$ cat src/hdl/sched_pkg.sv
package sched_pkg;

    typedef enum logic [1:0] {
        st_empty,
        st_waiting,    // issued, operands may still be missing
        st_executing,  // handed to a unit
        st_done        // result on hand, waiting for commit
    } entry_state_e;

    typedef enum logic {
        unit_alu,
        unit_mem
    } unit_e;

endpackage

$ cat src/hdl/rv_isa_pkg.sv
package rv_isa_pkg;

    localparam int XLEN = 32;     // one data word
    localparam int REG_ID_W = 5;  // x0..x31

    typedef enum logic [1:0] {
        op_reg,   // register-register alu
        op_imm,   // register-immediate alu
        op_load,
        op_store
    } opcode_e;

    typedef enum logic [2:0] {
        fn_add,
        fn_sub,
        fn_and,
        fn_or,
        fn_xor,
        fn_sll,
        fn_srl,
        fn_slt    // signed compare
    } alu_fn_e;

endpackage
$ cat src/hdl/sched_core_top.sv
module sched_core_top
    import rv_isa_pkg::*;
#(
    parameter int ROB_DEPTH = 8,
    parameter int DMEM_WORDS = 16
) (
    input  logic                clk_in,
    input  logic                rst_in,
    input  logic                issue_valid,
    input  opcode_e             issue_op,
    input  alu_fn_e             issue_fn,
    input  logic [REG_ID_W-1:0] issue_rs1,
    input  logic [REG_ID_W-1:0] issue_rs2,
    input  logic [REG_ID_W-1:0] issue_rd,
    input  logic [XLEN-1:0]     issue_imm,
    input  logic [XLEN-1:0]     rf_rs1_val,
    input  logic [XLEN-1:0]     rf_rs2_val,
    output logic                issue_ready,
    output logic [REG_ID_W-1:0] rf_rs1_id,
    output logic [REG_ID_W-1:0] rf_rs2_id,
    output logic                commit_valid,
    output logic [REG_ID_W-1:0] commit_rd,
    output logic [XLEN-1:0]     commit_value
);
    localparam int TAG_W = $clog2(ROB_DEPTH);

    logic [ROB_DEPTH-1:0] alu_ready_vec;
    logic [ROB_DEPTH-1:0] mem_ready_vec;
    logic                 alu_sel_valid;
    logic [TAG_W-1:0]     alu_sel_tag;
    logic                 mem_sel_valid;
    logic [TAG_W-1:0]     mem_sel_tag;
    logic                 alu_req;
    logic                 alu_ack;
    logic [TAG_W-1:0]     alu_tag;
    alu_fn_e              alu_fn;
    logic [XLEN-1:0]      alu_a;
    logic [XLEN-1:0]      alu_b;
    logic                 mem_req;
    logic                 mem_ack;
    logic [TAG_W-1:0]     mem_tag;
    logic                 mem_is_store;
    logic [XLEN-1:0]      mem_base;
    logic [XLEN-1:0]      mem_offset;
    logic [XLEN-1:0]      mem_data;
    logic                 alu_wb_req;
    logic                 alu_wb_ack;
    logic [TAG_W-1:0]     alu_wb_tag;
    logic [XLEN-1:0]      alu_wb_value;
    logic                 mem_wb_req;
    logic                 mem_wb_ack;
    logic [TAG_W-1:0]     mem_wb_tag;
    logic [XLEN-1:0]      mem_wb_value;
    logic                 bus_valid;
    logic [TAG_W-1:0]     bus_tag;
    logic [XLEN-1:0]      bus_value;

    reorder_station #(.ROB_DEPTH(ROB_DEPTH)) u_station (.*);

    dispatch_select #(.ROB_DEPTH(ROB_DEPTH)) u_alu_select (
        .ready_vec (alu_ready_vec),
        .sel_valid (alu_sel_valid),
        .sel_tag   (alu_sel_tag)
    );

    dispatch_select #(.ROB_DEPTH(ROB_DEPTH)) u_mem_select (
        .ready_vec (mem_ready_vec),
        .sel_valid (mem_sel_valid),
        .sel_tag   (mem_sel_tag)
    );

    alu_unit #(.ROB_DEPTH(ROB_DEPTH)) u_alu (
        .clk_in   (clk_in),
        .rst_in   (rst_in),
        .req      (alu_req),
        .tag      (alu_tag),
        .fn       (alu_fn),
        .a        (alu_a),
        .b        (alu_b),
        .wb_ack   (alu_wb_ack),
        .ack      (alu_ack),
        .wb_req   (alu_wb_req),
        .wb_tag   (alu_wb_tag),
        .wb_value (alu_wb_value)
    );

    mem_unit #(.ROB_DEPTH(ROB_DEPTH), .DMEM_WORDS(DMEM_WORDS)) u_mem (
        .clk_in   (clk_in),
        .rst_in   (rst_in),
        .req      (mem_req),
        .tag      (mem_tag),
        .is_store (mem_is_store),
        .base     (mem_base),
        .offset   (mem_offset),
        .data     (mem_data),
        .wb_ack   (mem_wb_ack),
        .ack      (mem_ack),
        .wb_req   (mem_wb_req),
        .wb_tag   (mem_wb_tag),
        .wb_value (mem_wb_value)
    );

    result_arbiter #(.ROB_DEPTH(ROB_DEPTH)) u_arbiter (.*);

endmodule

$ cat src/hdl/reorder_station.sv
module reorder_station
    import rv_isa_pkg::*;
    import sched_pkg::*;
#(
    parameter int ROB_DEPTH = 8,
    localparam int TAG_W = $clog2(ROB_DEPTH)
) (
    input  logic                clk_in,
    input  logic                rst_in,
    input  logic                issue_valid,
    input  opcode_e             issue_op,
    input  alu_fn_e             issue_fn,
    input  logic [REG_ID_W-1:0] issue_rs1,
    input  logic [REG_ID_W-1:0] issue_rs2,
    input  logic [REG_ID_W-1:0] issue_rd,
    input  logic [XLEN-1:0]     issue_imm,
    input  logic [XLEN-1:0]     rf_rs1_val,
    input  logic [XLEN-1:0]     rf_rs2_val,
    input  logic                alu_sel_valid,
    input  logic [TAG_W-1:0]    alu_sel_tag,
    input  logic                mem_sel_valid,
    input  logic [TAG_W-1:0]    mem_sel_tag,
    input  logic                alu_ack,
    input  logic                mem_ack,
    input  logic                bus_valid,
    input  logic [TAG_W-1:0]    bus_tag,
    input  logic [XLEN-1:0]     bus_value,
    output logic                issue_ready,
    output logic [REG_ID_W-1:0] rf_rs1_id,
    output logic [REG_ID_W-1:0] rf_rs2_id,
    output logic                commit_valid,
    output logic [REG_ID_W-1:0] commit_rd,
    output logic [XLEN-1:0]     commit_value,
    output logic [ROB_DEPTH-1:0] alu_ready_vec,
    output logic [ROB_DEPTH-1:0] mem_ready_vec,
    output logic                alu_req,
    output logic [TAG_W-1:0]    alu_tag,
    output alu_fn_e             alu_fn,
    output logic [XLEN-1:0]     alu_a,
    output logic [XLEN-1:0]     alu_b,
    output logic                mem_req,
    output logic [TAG_W-1:0]    mem_tag,
    output logic                mem_is_store,
    output logic [XLEN-1:0]     mem_base,
    output logic [XLEN-1:0]     mem_offset,
    output logic [XLEN-1:0]     mem_data
);
    localparam int CNT_W = TAG_W + 1;
    localparam int NREG = 2 ** REG_ID_W;

    entry_state_e        state_q [ROB_DEPTH];
    unit_e               unit_q  [ROB_DEPTH];
    opcode_e             op_q    [ROB_DEPTH];
    alu_fn_e             fn_q    [ROB_DEPTH];
    logic [REG_ID_W-1:0] rd_q    [ROB_DEPTH];
    logic [XLEN-1:0]     imm_q   [ROB_DEPTH];
    logic [XLEN-1:0]     v1_q    [ROB_DEPTH];
    logic [XLEN-1:0]     v2_q    [ROB_DEPTH];
    logic [XLEN-1:0]     res_q   [ROB_DEPTH];
    logic                r1_q    [ROB_DEPTH];  // operand present
    logic                r2_q    [ROB_DEPTH];
    logic                mr_q    [ROB_DEPTH];  // previous memory op done
    logic [TAG_W-1:0]    t1_q    [ROB_DEPTH];  // producer tags
    logic [TAG_W-1:0]    t2_q    [ROB_DEPTH];
    logic [TAG_W-1:0]    mt_q    [ROB_DEPTH];
    logic                pend_q  [NREG];       // register has an uncommitted producer
    logic [TAG_W-1:0]    ptag_q  [NREG];
    logic [TAG_W-1:0]    head_q;
    logic [TAG_W-1:0]    tail_q;
    logic [TAG_W-1:0]    last_mem_q;
    logic [CNT_W-1:0]    count_q;
    logic                alu_busy_q;
    logic                mem_busy_q;

    logic [REG_ID_W-1:0] src_id  [2];
    logic [XLEN-1:0]     src_rf  [2];
    logic [XLEN-1:0]     src_val [2];
    logic                src_rdy [2];
    logic [TAG_W-1:0]    src_tag [2];
    logic [ROB_DEPTH-1:0] entry_rdy;
    logic                issue_fire;
    logic                issue_is_mem;
    logic                mem_pred_done;
    logic                alu_go;
    logic                mem_go;

    assign issue_ready  = count_q != CNT_W'(ROB_DEPTH);
    assign issue_fire   = issue_valid && issue_ready;
    assign issue_is_mem = (issue_op == op_load) || (issue_op == op_store);
    assign rf_rs1_id    = issue_rs1;
    assign rf_rs2_id    = issue_rs2;
    assign src_id[0]    = issue_rs1;
    assign src_id[1]    = issue_rs2;
    assign src_rf[0]    = rf_rs1_val;
    assign src_rf[1]    = rf_rs2_val;

    assign commit_valid = state_q[head_q] == st_done;
    assign commit_rd    = (op_q[head_q] == op_store) ? '0 : rd_q[head_q];
    assign commit_value = res_q[head_q];

    // a refilled alu entry or a committed slot no longer orders memory
    assign mem_pred_done = state_q[last_mem_q] == st_empty || state_q[last_mem_q] == st_done
                        || unit_q[last_mem_q] != unit_mem
                        || (bus_valid && bus_tag == last_mem_q);

    assign alu_go = alu_sel_valid && !alu_req && !alu_ack;
    assign mem_go = mem_sel_valid && !mem_req && !mem_ack;

    always_comb begin
        for (int s = 0; s < 2; s++) begin
            src_tag[s] = ptag_q[src_id[s]];
            src_rdy[s] = 1'b1;
            src_val[s] = src_rf[s];
            if (src_id[s] == '0) begin
                src_val[s] = '0;
            end else if (pend_q[src_id[s]]) begin
                if (state_q[src_tag[s]] == st_done) begin
                    src_val[s] = res_q[src_tag[s]];
                end else if (bus_valid && bus_tag == src_tag[s]) begin
                    src_val[s] = bus_value;  // same-cycle forward
                end else begin
                    src_rdy[s] = 1'b0;
                end
            end
        end
    end

    always_comb begin
        for (int i = 0; i < ROB_DEPTH; i++) begin
            entry_rdy[i] = state_q[i] == st_waiting && r1_q[i] && r2_q[i] && mr_q[i]
                        && (op_q[i] != op_store || TAG_W'(i) == head_q);
            alu_ready_vec[i] = entry_rdy[i] && unit_q[i] == unit_alu && !alu_busy_q;
            mem_ready_vec[i] = entry_rdy[i] && unit_q[i] == unit_mem && !mem_busy_q;
        end
    end

    always_ff @(posedge clk_in) begin
        if (rst_in) begin
            head_q     <= '0;
            tail_q     <= '0;
            last_mem_q <= '0;
            count_q    <= '0;
            alu_busy_q <= 1'b0;
            mem_busy_q <= 1'b0;
            alu_req    <= 1'b0;
            mem_req    <= 1'b0;
            for (int i = 0; i < ROB_DEPTH; i++) begin
                state_q[i] <= st_empty;
            end
            for (int r = 0; r < NREG; r++) begin
                pend_q[r] <= 1'b0;
            end
        end else begin
            count_q <= count_q + CNT_W'(issue_fire) - CNT_W'(commit_valid);

            if (commit_valid) begin
                state_q[head_q] <= st_empty;
                head_q          <= head_q + 1'b1;
                if (ptag_q[rd_q[head_q]] == head_q) pend_q[rd_q[head_q]] <= 1'b0;
            end

            if (bus_valid) begin
                state_q[bus_tag] <= st_done;
                res_q[bus_tag]   <= bus_value;
                for (int i = 0; i < ROB_DEPTH; i++) begin
                    if (state_q[i] == st_waiting) begin
                        if (!r1_q[i] && t1_q[i] == bus_tag) begin
                            v1_q[i] <= bus_value;
                            r1_q[i] <= 1'b1;
                        end
                        if (!r2_q[i] && t2_q[i] == bus_tag) begin
                            v2_q[i] <= bus_value;
                            r2_q[i] <= 1'b1;
                        end
                        if (!mr_q[i] && mt_q[i] == bus_tag) mr_q[i] <= 1'b1;
                    end
                end
                if (alu_busy_q && bus_tag == alu_tag) alu_busy_q <= 1'b0;
                if (mem_busy_q && bus_tag == mem_tag) mem_busy_q <= 1'b0;
            end

            // issue comes after commit so a same-cycle rename of rd wins
            if (issue_fire) begin
                state_q[tail_q] <= st_waiting;
                unit_q[tail_q]  <= issue_is_mem ? unit_mem : unit_alu;
                op_q[tail_q]    <= issue_op;
                fn_q[tail_q]    <= issue_fn;
                rd_q[tail_q]    <= issue_rd;
                imm_q[tail_q]   <= issue_imm;
                v1_q[tail_q]    <= src_val[0];
                r1_q[tail_q]    <= src_rdy[0];
                t1_q[tail_q]    <= src_tag[0];
                v2_q[tail_q]    <= src_val[1];
                r2_q[tail_q]    <= src_rdy[1];
                t2_q[tail_q]    <= src_tag[1];
                mr_q[tail_q]    <= issue_is_mem ? mem_pred_done : 1'b1;
                mt_q[tail_q]    <= last_mem_q;
                if (issue_is_mem) last_mem_q <= tail_q;
                if (issue_op != op_store) begin
                    pend_q[issue_rd] <= 1'b1;
                    ptag_q[issue_rd] <= tail_q;
                end
                tail_q <= tail_q + 1'b1;
            end

            if (alu_req && alu_ack) begin
                alu_req <= 1'b0;
            end else if (alu_go) begin
                alu_req                <= 1'b1;
                alu_busy_q             <= 1'b1;
                state_q[alu_sel_tag]   <= st_executing;
                alu_tag                <= alu_sel_tag;
                alu_fn                 <= fn_q[alu_sel_tag];
                alu_a                  <= v1_q[alu_sel_tag];
                alu_b <= (op_q[alu_sel_tag] == op_imm) ? imm_q[alu_sel_tag] : v2_q[alu_sel_tag];
            end

            if (mem_req && mem_ack) begin
                mem_req <= 1'b0;
            end else if (mem_go) begin
                mem_req              <= 1'b1;
                mem_busy_q           <= 1'b1;
                state_q[mem_sel_tag] <= st_executing;
                mem_tag              <= mem_sel_tag;
                mem_is_store         <= op_q[mem_sel_tag] == op_store;
                mem_base             <= v1_q[mem_sel_tag];
                mem_offset           <= imm_q[mem_sel_tag];
                mem_data             <= v2_q[mem_sel_tag];
            end
        end
    end

endmodule

$ cat src/hdl/result_arbiter.sv
module result_arbiter
    import rv_isa_pkg::*;
    import sched_pkg::*;
#(
    parameter int ROB_DEPTH = 8,
    localparam int TAG_W = $clog2(ROB_DEPTH)
) (
    input  logic             clk_in,
    input  logic             rst_in,
    input  logic             alu_wb_req,
    input  logic [TAG_W-1:0] alu_wb_tag,
    input  logic [XLEN-1:0]  alu_wb_value,
    input  logic             mem_wb_req,
    input  logic [TAG_W-1:0] mem_wb_tag,
    input  logic [XLEN-1:0]  mem_wb_value,
    output logic             alu_wb_ack,
    output logic             mem_wb_ack,
    output logic             bus_valid,
    output logic [TAG_W-1:0] bus_tag,
    output logic [XLEN-1:0]  bus_value
);
    unit_e last_q;  // winner of the previous grant
    logic  alu_pend;
    logic  mem_pend;
    logic  grant_alu;
    logic  grant_mem;

    assign alu_pend  = alu_wb_req && !alu_wb_ack;
    assign mem_pend  = mem_wb_req && !mem_wb_ack;
    assign grant_alu = alu_pend && (!mem_pend || last_q == unit_mem);
    assign grant_mem = mem_pend && !grant_alu;

    always_ff @(posedge clk_in) begin
        if (rst_in) begin
            bus_valid  <= 1'b0;
            alu_wb_ack <= 1'b0;
            mem_wb_ack <= 1'b0;
            last_q     <= unit_mem;  // alu goes first after reset
        end else begin
            bus_valid <= grant_alu || grant_mem;
            if (grant_alu) begin
                alu_wb_ack <= 1'b1;
                last_q     <= unit_alu;
            end else if (!alu_wb_req) begin
                alu_wb_ack <= 1'b0;
            end
            if (grant_mem) begin
                mem_wb_ack <= 1'b1;
                last_q     <= unit_mem;
            end else if (!mem_wb_req) begin
                mem_wb_ack <= 1'b0;
            end
        end
    end

    always_ff @(posedge clk_in) begin
        if (grant_alu) begin
            bus_tag   <= alu_wb_tag;
            bus_value <= alu_wb_value;
        end else if (grant_mem) begin
            bus_tag   <= mem_wb_tag;
            bus_value <= mem_wb_value;
        end
    end

endmodule

$ cat src/hdl/mem_unit.sv
module mem_unit
    import rv_isa_pkg::*;
#(
    parameter int ROB_DEPTH = 8,
    parameter int DMEM_WORDS = 16,
    localparam int TAG_W = $clog2(ROB_DEPTH)
) (
    input  logic             clk_in,
    input  logic             rst_in,
    input  logic             req,
    input  logic [TAG_W-1:0] tag,
    input  logic             is_store,
    input  logic [XLEN-1:0]  base,
    input  logic [XLEN-1:0]  offset,
    input  logic [XLEN-1:0]  data,
    input  logic             wb_ack,
    output logic             ack,
    output logic             wb_req,
    output logic [TAG_W-1:0] wb_tag,
    output logic [XLEN-1:0]  wb_value
);
    localparam int IDX_W = $clog2(DMEM_WORDS);

    typedef enum logic [1:0] {s_idle, s_access, s_wb, s_release} state_e;

    state_e           state_q;
    logic [XLEN-1:0]  mem_q [DMEM_WORDS];
    logic             store_q;
    logic [XLEN-1:0]  base_q;
    logic [XLEN-1:0]  offset_q;
    logic [XLEN-1:0]  data_q;
    logic [XLEN-1:0]  addr;
    logic [IDX_W-1:0] idx;
    logic             take;

    assign take = (state_q == s_idle) && req && !ack;
    assign addr = base_q + offset_q;
    assign idx  = addr[IDX_W+1:2];  // byte address to word, wraps at DMEM_WORDS

    always_ff @(posedge clk_in) begin
        if (rst_in) begin
            state_q <= s_idle;
            ack     <= 1'b0;
            wb_req  <= 1'b0;
            for (int i = 0; i < DMEM_WORDS; i++) begin
                mem_q[i] <= '0;
            end
        end else begin
            if (ack && !req) ack <= 1'b0;
            unique case (state_q)
                s_idle: begin
                    if (take) begin
                        ack     <= 1'b1;
                        state_q <= s_access;
                    end
                end
                s_access: begin
                    if (store_q) mem_q[idx] <= data_q;
                    wb_req  <= 1'b1;
                    state_q <= s_wb;
                end
                s_wb: begin
                    if (wb_ack) begin
                        wb_req  <= 1'b0;
                        state_q <= s_release;
                    end
                end
                s_release: begin
                    if (!wb_ack) state_q <= s_idle;
                end
            endcase
        end
    end

    always_ff @(posedge clk_in) begin
        if (take) begin
            wb_tag   <= tag;
            store_q  <= is_store;
            base_q   <= base;
            offset_q <= offset;
            data_q   <= data;
        end
        if (state_q == s_access) wb_value <= store_q ? '0 : mem_q[idx];  // stores report zero
    end

endmodule

$ cat src/hdl/alu_unit.sv
module alu_unit
    import rv_isa_pkg::*;
#(
    parameter int ROB_DEPTH = 8,
    localparam int TAG_W = $clog2(ROB_DEPTH)
) (
    input  logic             clk_in,
    input  logic             rst_in,
    input  logic             req,
    input  logic [TAG_W-1:0] tag,
    input  alu_fn_e          fn,
    input  logic [XLEN-1:0]  a,
    input  logic [XLEN-1:0]  b,
    input  logic             wb_ack,
    output logic             ack,
    output logic             wb_req,
    output logic [TAG_W-1:0] wb_tag,
    output logic [XLEN-1:0]  wb_value
);
    typedef enum logic [1:0] {s_idle, s_exec, s_wb, s_release} state_e;

    state_e          state_q;
    alu_fn_e         fn_q;
    logic [XLEN-1:0] a_q;
    logic [XLEN-1:0] b_q;
    logic [XLEN-1:0] result;
    logic            take;

    assign take = (state_q == s_idle) && req && !ack;

    always_comb begin
        unique case (fn_q)
            fn_add: result = a_q + b_q;
            fn_sub: result = a_q - b_q;
            fn_and: result = a_q & b_q;
            fn_or:  result = a_q | b_q;
            fn_xor: result = a_q ^ b_q;
            fn_sll: result = a_q << b_q[4:0];
            fn_srl: result = a_q >> b_q[4:0];
            fn_slt: result = {{(XLEN-1){1'b0}}, $signed(a_q) < $signed(b_q)};
        endcase
    end

    always_ff @(posedge clk_in) begin
        if (rst_in) begin
            state_q <= s_idle;
            ack     <= 1'b0;
            wb_req  <= 1'b0;
        end else begin
            if (ack && !req) begin
                ack <= 1'b0;  // dispatch handshake closes on its own
            end
            unique case (state_q)
                s_idle: begin
                    if (take) begin
                        ack     <= 1'b1;
                        state_q <= s_exec;
                    end
                end
                s_exec: begin
                    wb_req  <= 1'b1;
                    state_q <= s_wb;
                end
                s_wb: begin
                    if (wb_ack) begin
                        wb_req  <= 1'b0;
                        state_q <= s_release;
                    end
                end
                s_release: begin
                    if (!wb_ack) state_q <= s_idle;  // free again only after ack falls
                end
            endcase
        end
    end

    always_ff @(posedge clk_in) begin
        if (take) begin
            wb_tag <= tag;
            fn_q   <= fn;
            a_q    <= a;
            b_q    <= b;
        end
        if (state_q == s_exec) wb_value <= result;
    end

endmodule

$ cat src/hdl/dispatch_select.sv
module dispatch_select #(
    parameter int ROB_DEPTH = 8,
    localparam int TAG_W = $clog2(ROB_DEPTH)
) (
    input  logic [ROB_DEPTH-1:0] ready_vec,
    output logic                 sel_valid,
    output logic [TAG_W-1:0]     sel_tag
);
    localparam int HALF = ROB_DEPTH / 2;

    logic             any_q [ROB_DEPTH];  // node or anything below it is ready
    logic [TAG_W-1:0] id_q  [ROB_DEPTH];

    // heap layout: node i has children 2i and 2i+1, node 0 sits above node 1
    for (genvar i = HALF; i < ROB_DEPTH; i++) begin : g_leaf
        assign any_q[i] = ready_vec[i];
        assign id_q[i]  = TAG_W'(i);
    end

    for (genvar i = 1; i < HALF; i++) begin : g_node
        assign any_q[i] = ready_vec[i] || any_q[2*i] || any_q[2*i+1];
        assign id_q[i]  = ready_vec[i] ? TAG_W'(i)
                        : any_q[2*i]   ? id_q[2*i] : id_q[2*i+1];  // left child wins
    end

    assign any_q[0] = ready_vec[0] || any_q[1];
    assign id_q[0]  = ready_vec[0] ? '0 : id_q[1];

    assign sel_valid = any_q[0];
    assign sel_tag   = id_q[0];

endmodule

$ cat config.mk
export PLATFORM = sky130hd
export DESIGN_NAME = sched_core_top
export DESIGN_NICKNAME = d
export VERILOG_FILES = /design/src/hdl/sched_pkg.sv /design/src/hdl/rv_isa_pkg.sv /design/src/hdl/sched_core_top.sv /design/src/hdl/reorder_station.sv /design/src/hdl/result_arbiter.sv /design/src/hdl/mem_unit.sv /design/src/hdl/alu_unit.sv /design/src/hdl/dispatch_select.sv
export SDC_FILE = /design/constraint.sdc
export NUM_CORES = 2
export LEC_CHECK = 0
export BUFFER_PORTS_ARGS = -buffer_cell sky130_fd_sc_hd__buf_2
export CAP_MARGIN = 15
export CORE_AREA = 2 2 493 495
export CTS_CLUSTER_DIAMETER = 60
export DETAILED_ROUTE_END_ITERATION = 16
export DIE_AREA = 0 0 495 497
export GPL_ROUTABILITY_DRIVEN = 0
export PLACE_DENSITY_LB_ADDON = 0.1
export SYNTH_ARGS = -nofsm -noshare
export SYNTH_HDL_FRONTEND = slang
export SYNTH_SLANG_ARGS = --single-unit
$ cat constraint.sdc
create_clock -name clk_in -period 29.8 [get_ports clk_in]
set_clock_uncertainty 0.1 [all_clocks]
set_input_delay 2.98 -clock clk_in [delete_from_list [all_inputs] [get_ports clk_in]]
set_output_delay 2.98 -clock clk_in [all_outputs]
set_load 0.02 [all_outputs]
==> flow_metrics.py <==
metrics = {
    "setup_path": {
        "crit_type": "input port to flip-flop",
        "crit_family": "buffers and inverters",
        "crit_fanout": 34,
        "startpoint": "issue_rs2[0]",
        "cp_common_cell": "buf_4",
        "cp.buffers_inverters": 5,
        "endpoint_kind": "flip-flop",
        "cp.arrival_ns": 8.89,
        "required_ns": 30.38,
        "reg2reg_from": "u_station.head_q[0]$_SDFFE_PP0P_",
        "r2r_setup_slack_ns": 22.75,
        "crit_chain": "buf_2 -> mux4_2 -> mux2i_1 -> nor2_1 -> o31ai_4 -> buf_4 -> inv_2 -> o211a_1 -> or2_2 -> buf_4 -> o21ai_4 -> buf_4 -> o21ai_1 -> mux2_2",
        "cp_slowest_cell": "buf_2",
        "start_kind": "input port",
        "slowest_delay_ns": 0.66,
    },
    "power_and_ir_drop": {
        "internal-power_uw": 6696,
        "vdd_ir_drop_max_mv": 0.06587,
        "pwr-share-seq_pct": 40.9,
        "sw_frac_of_total_pct": 33.67,
        "p_leak_uw": 0.04292,
        "clockPowerShare_pct": 29.1,
        "power.density_nw_per_um2": 80.90,
        "power_frac_comb_pct": 30.0,
        "power_switching_uw": 3399,
    },
    "synth": {
        "synth_compound_area_share_pct": 10.15,
        "synthFlopType": "edfxtp_1",
        "synth_xor_area_share_pct": 0.8092,
        "synthSimpleGateAreaFrac_pct": 7.488,
        "syn_nets": 8268,
        "yosysWarningCount": 0,
        "avgSynthCellArea_um2": 14.03,
        "synth_cell_types": 100,
        "ys_seq_elements": 2234,
        "synthArstFlopShare_pct": 0,
        "synth_top_family_by_area": "multiplexers",
        "synth-adder-area-share_pct": 1.410,
        "muxShareOfSynthArea_pct": 18.51,
        "synth-seq-area-share_pct": 58.65,
        "synth_edf_count": 2127,
        "synth_cells": 8024,
        "syn_area_um2": 112600,
    },
    "clocking": {
        "htree_levels": 4,
        "clkTransAtPathRegs_ns": 0.06,
        "cts_buffers": 235,
        "clockBufferDepth": 3,
        "cts_root_buffer": "clkbuf_16",
        "clkSinkCount": 2234,
        "holdBufCountCts": 0,
        "cts_tree": "yes",
        "post_cts_buffers": 0,
        "cts_resized": 0,
        "clkLatencyLatePin_ns": 0.93,
    },
    "finish": {
        "area_growth_syn_to_layout_pct": 10.86,
        "drive_gt1_share_pct": 24.26,
        "layout.nets": 8227,
        "finish.utilization_pct": 51.98,
        "final_cell_count_no_fill": 11388,
    },
    "floorplan": {
        "die_h_um": 497,
        "rows": 180,
        "chipWidth_um": 495,
        "initial_core_util_pct": 46.88,
        "core_um2": 240100,
        "fp.dieArea_um2": 246000,
        "ios": 168,
    },
    "sta": {
        "fmax_mhz": 120.3,
        "setup_viol": 0,
        "fin_ws_ns": 21.49,
        "layout_worst_path_cycle_share_pct": 27.90,
        "worst_pin_slew_ns": 1.233,
        "setup_tns_ns": 0,
        "finalMaxSlewViolations": 0,
        "period_needed_ns": 8.314,
        "rsz0062_at_grt": "no",
        "final_hold_viol_count": 0,
        "slew_headroom_pct": 17.59,
    },
    "global_route": {
        "grt_max_degree": 137,
        "grt_use_total_pct": 31.71,
        "grt_first_pass_wirelength_um": 558600,
        "grt.overflow.total": 0,
        "antenna_found_initial": 45,
        "grt_pass1_vias": 74440,
    },
    "drt": {
        "num_vias": 76301,
        "wl_per_cell_um": 34.94,
        "antenna_left": 0,
        "dr.pass1.iters": 8,
        "wl_um": 397900,
        "route.detailed.drc": 0,
        "drtIter0Drc": 11410,
        "drt-vias-per-instance": 6.700,
    },
    "place": {
        "numPortBuffers": 167,
        "numPlacedInstances": 10931,
        "pre_cts_ws_ns": 20.64,
        "dp_hpwl_um": 246000,
    },
    "min_path": {
        "hold_start": "u_station.mem_data[10]$_DFFE_PP_",
        "min_path_type": "flip-flop to flip-flop",
    },
    "job": {
        "cap_violations": 0,
    },
    "status": {
        "status": "finished, final reports clean",
    },
}
-- synth_stat cells (76+ instances only) --
cell type | instances | area [µm²]
inv_1 | 158 | 593.1
a22oi_1 | 86 | 645.6
mux2_2 | 709 | 7984
mux4_2 | 335 | 7545
nor2_1 | 421 | 1580
clkbuf_1 | 474 | 1779
a211oi_1 | 88 | 660.6
nor3_1 | 76 | 380.4
edfxtp_1 | 2127 | 63870
dfxtp_1 | 107 | 2142
o22ai_1 | 87 | 544.3
buf_1 | 89 | 334.1
a221o_1 | 112 | 1121
xnor2_1 | 93 | 814.5
a21oi_1 | 255 | 1276
nand2_1 | 262 | 983.4
o21ai_0 | 230 | 1151
mux2i_1 | 515 | 5155
and2_1 | 528 | 3303
a221oi_1 | 204 | 1787
nand3_1 | 82 | 410.4
ha_1 | 122 | 1526
-- per-stage QoR --
stage	hold WS (ns)	area, µm²	total power, µW
after floorplan	0.3003	112600	6019
after global placement	0.3022	117100	7112
after detailed placement	0.3045	117100	7155
after CTS	0.3180	124700	10070
after global routing	0.3227	124800	10410
final	0.3165	124800	10090
-- cell usage in the layout, fill, tap and decap left out, drive strengths merged, types with 93 or more instances in the layout --
master,Yosys,final
xnor2,93,93
clkinv,3,116
a221oi,206,206
ha,122,122
nor2,421,421
dfxtp,107,107
mux2,718,718
a21oi,263,263
mux4,335,335
clkbuf,474,283
inv,172,189
o21ai,247,247
mux2i,519,519
a221o,112,112
edfxtp,2127,2127
buf,180,376
and2,529,529
nand2,263,263
-- routing by layer --
metal	track usage (%)	vias to the layer above	share of wire, %
li1	-	31516	-
met1	44.71	39187	40
met2	47.95	4717	45
met3	5.675	873	9.9
met4	14.21	8	4.9
met5	0	-	0.013
-- area by class of cell --
class / instances / area [µm²]
diodes: 16 / 40.04
clock buffers: 283 / 6142
clock inverters: 158 / 1526
fillers: 20246 / 115300
inverters: 175 / 696.9
multi-input cells: 4961 / 43940
flip-flops and latches: 2234 / 66030
well taps: 3185 / 3985
repair buffers: 376 / 2430
-- kinds of logic after synthesis --
family          Yosys count
simple gates           1633
compound gates         1527
mux                    1572
buf+inv                 829
xor+xnor                104
flops                  2234
fa+ha+maj               125
-- power groups by stage --
stage	Combinational, µW	Sequential, µW	Clock, µW
floorplan	1910	4110	0
global route	3180	4140	3080
global placement	2940	4170	0
CTS	2990	4120	2970
finish	3030	4120	2940
detailed placement	2980	4180	0
-- state kept, by name, summed over array words and instances, names as in the netlist, 24 cells and up, named ones only --
| name | flops |
|---|---|
| u_mem.mem_q | 512 |
| u_station.imm_q | 256 |
| u_station.res_q | 256 |
| u_station.v1_q | 256 |
| u_station.v2_q | 256 |
| u_station.ptag_q | 96 |
| u_station.rd_q | 40 |
| u_alu.a_q | 32 |
| u_alu.b_q | 32 |
| u_alu.wb_value | 32 |
| u_arbiter.bus_value | 32 |
| u_mem.data_q | 32 |
| u_mem.wb_value | 32 |
| u_station.alu_a | 32 |
| u_station.alu_b | 32 |
| u_station.mem_data | 32 |
| u_station.pend_q | 32 |
| u_station.fn_q | 24 |
| u_station.mt_q | 24 |
| u_station.t1_q | 24 |
| u_station.t2_q | 24 |
-- path summary, 6_finish.rpt --
path	cells after the start	end
min	0	u_mem.data_q[10]$_DFFE_PP_
min reg2reg	0	u_mem.data_q[10]$_DFFE_PP_
max reg2reg	14	u_station.alu_b[7]$_DFFE_PP_
max	14	u_station.v2_q[6][16]$_DFFE_PP_
No activity file was read; power rests on OpenSTA's default activity.
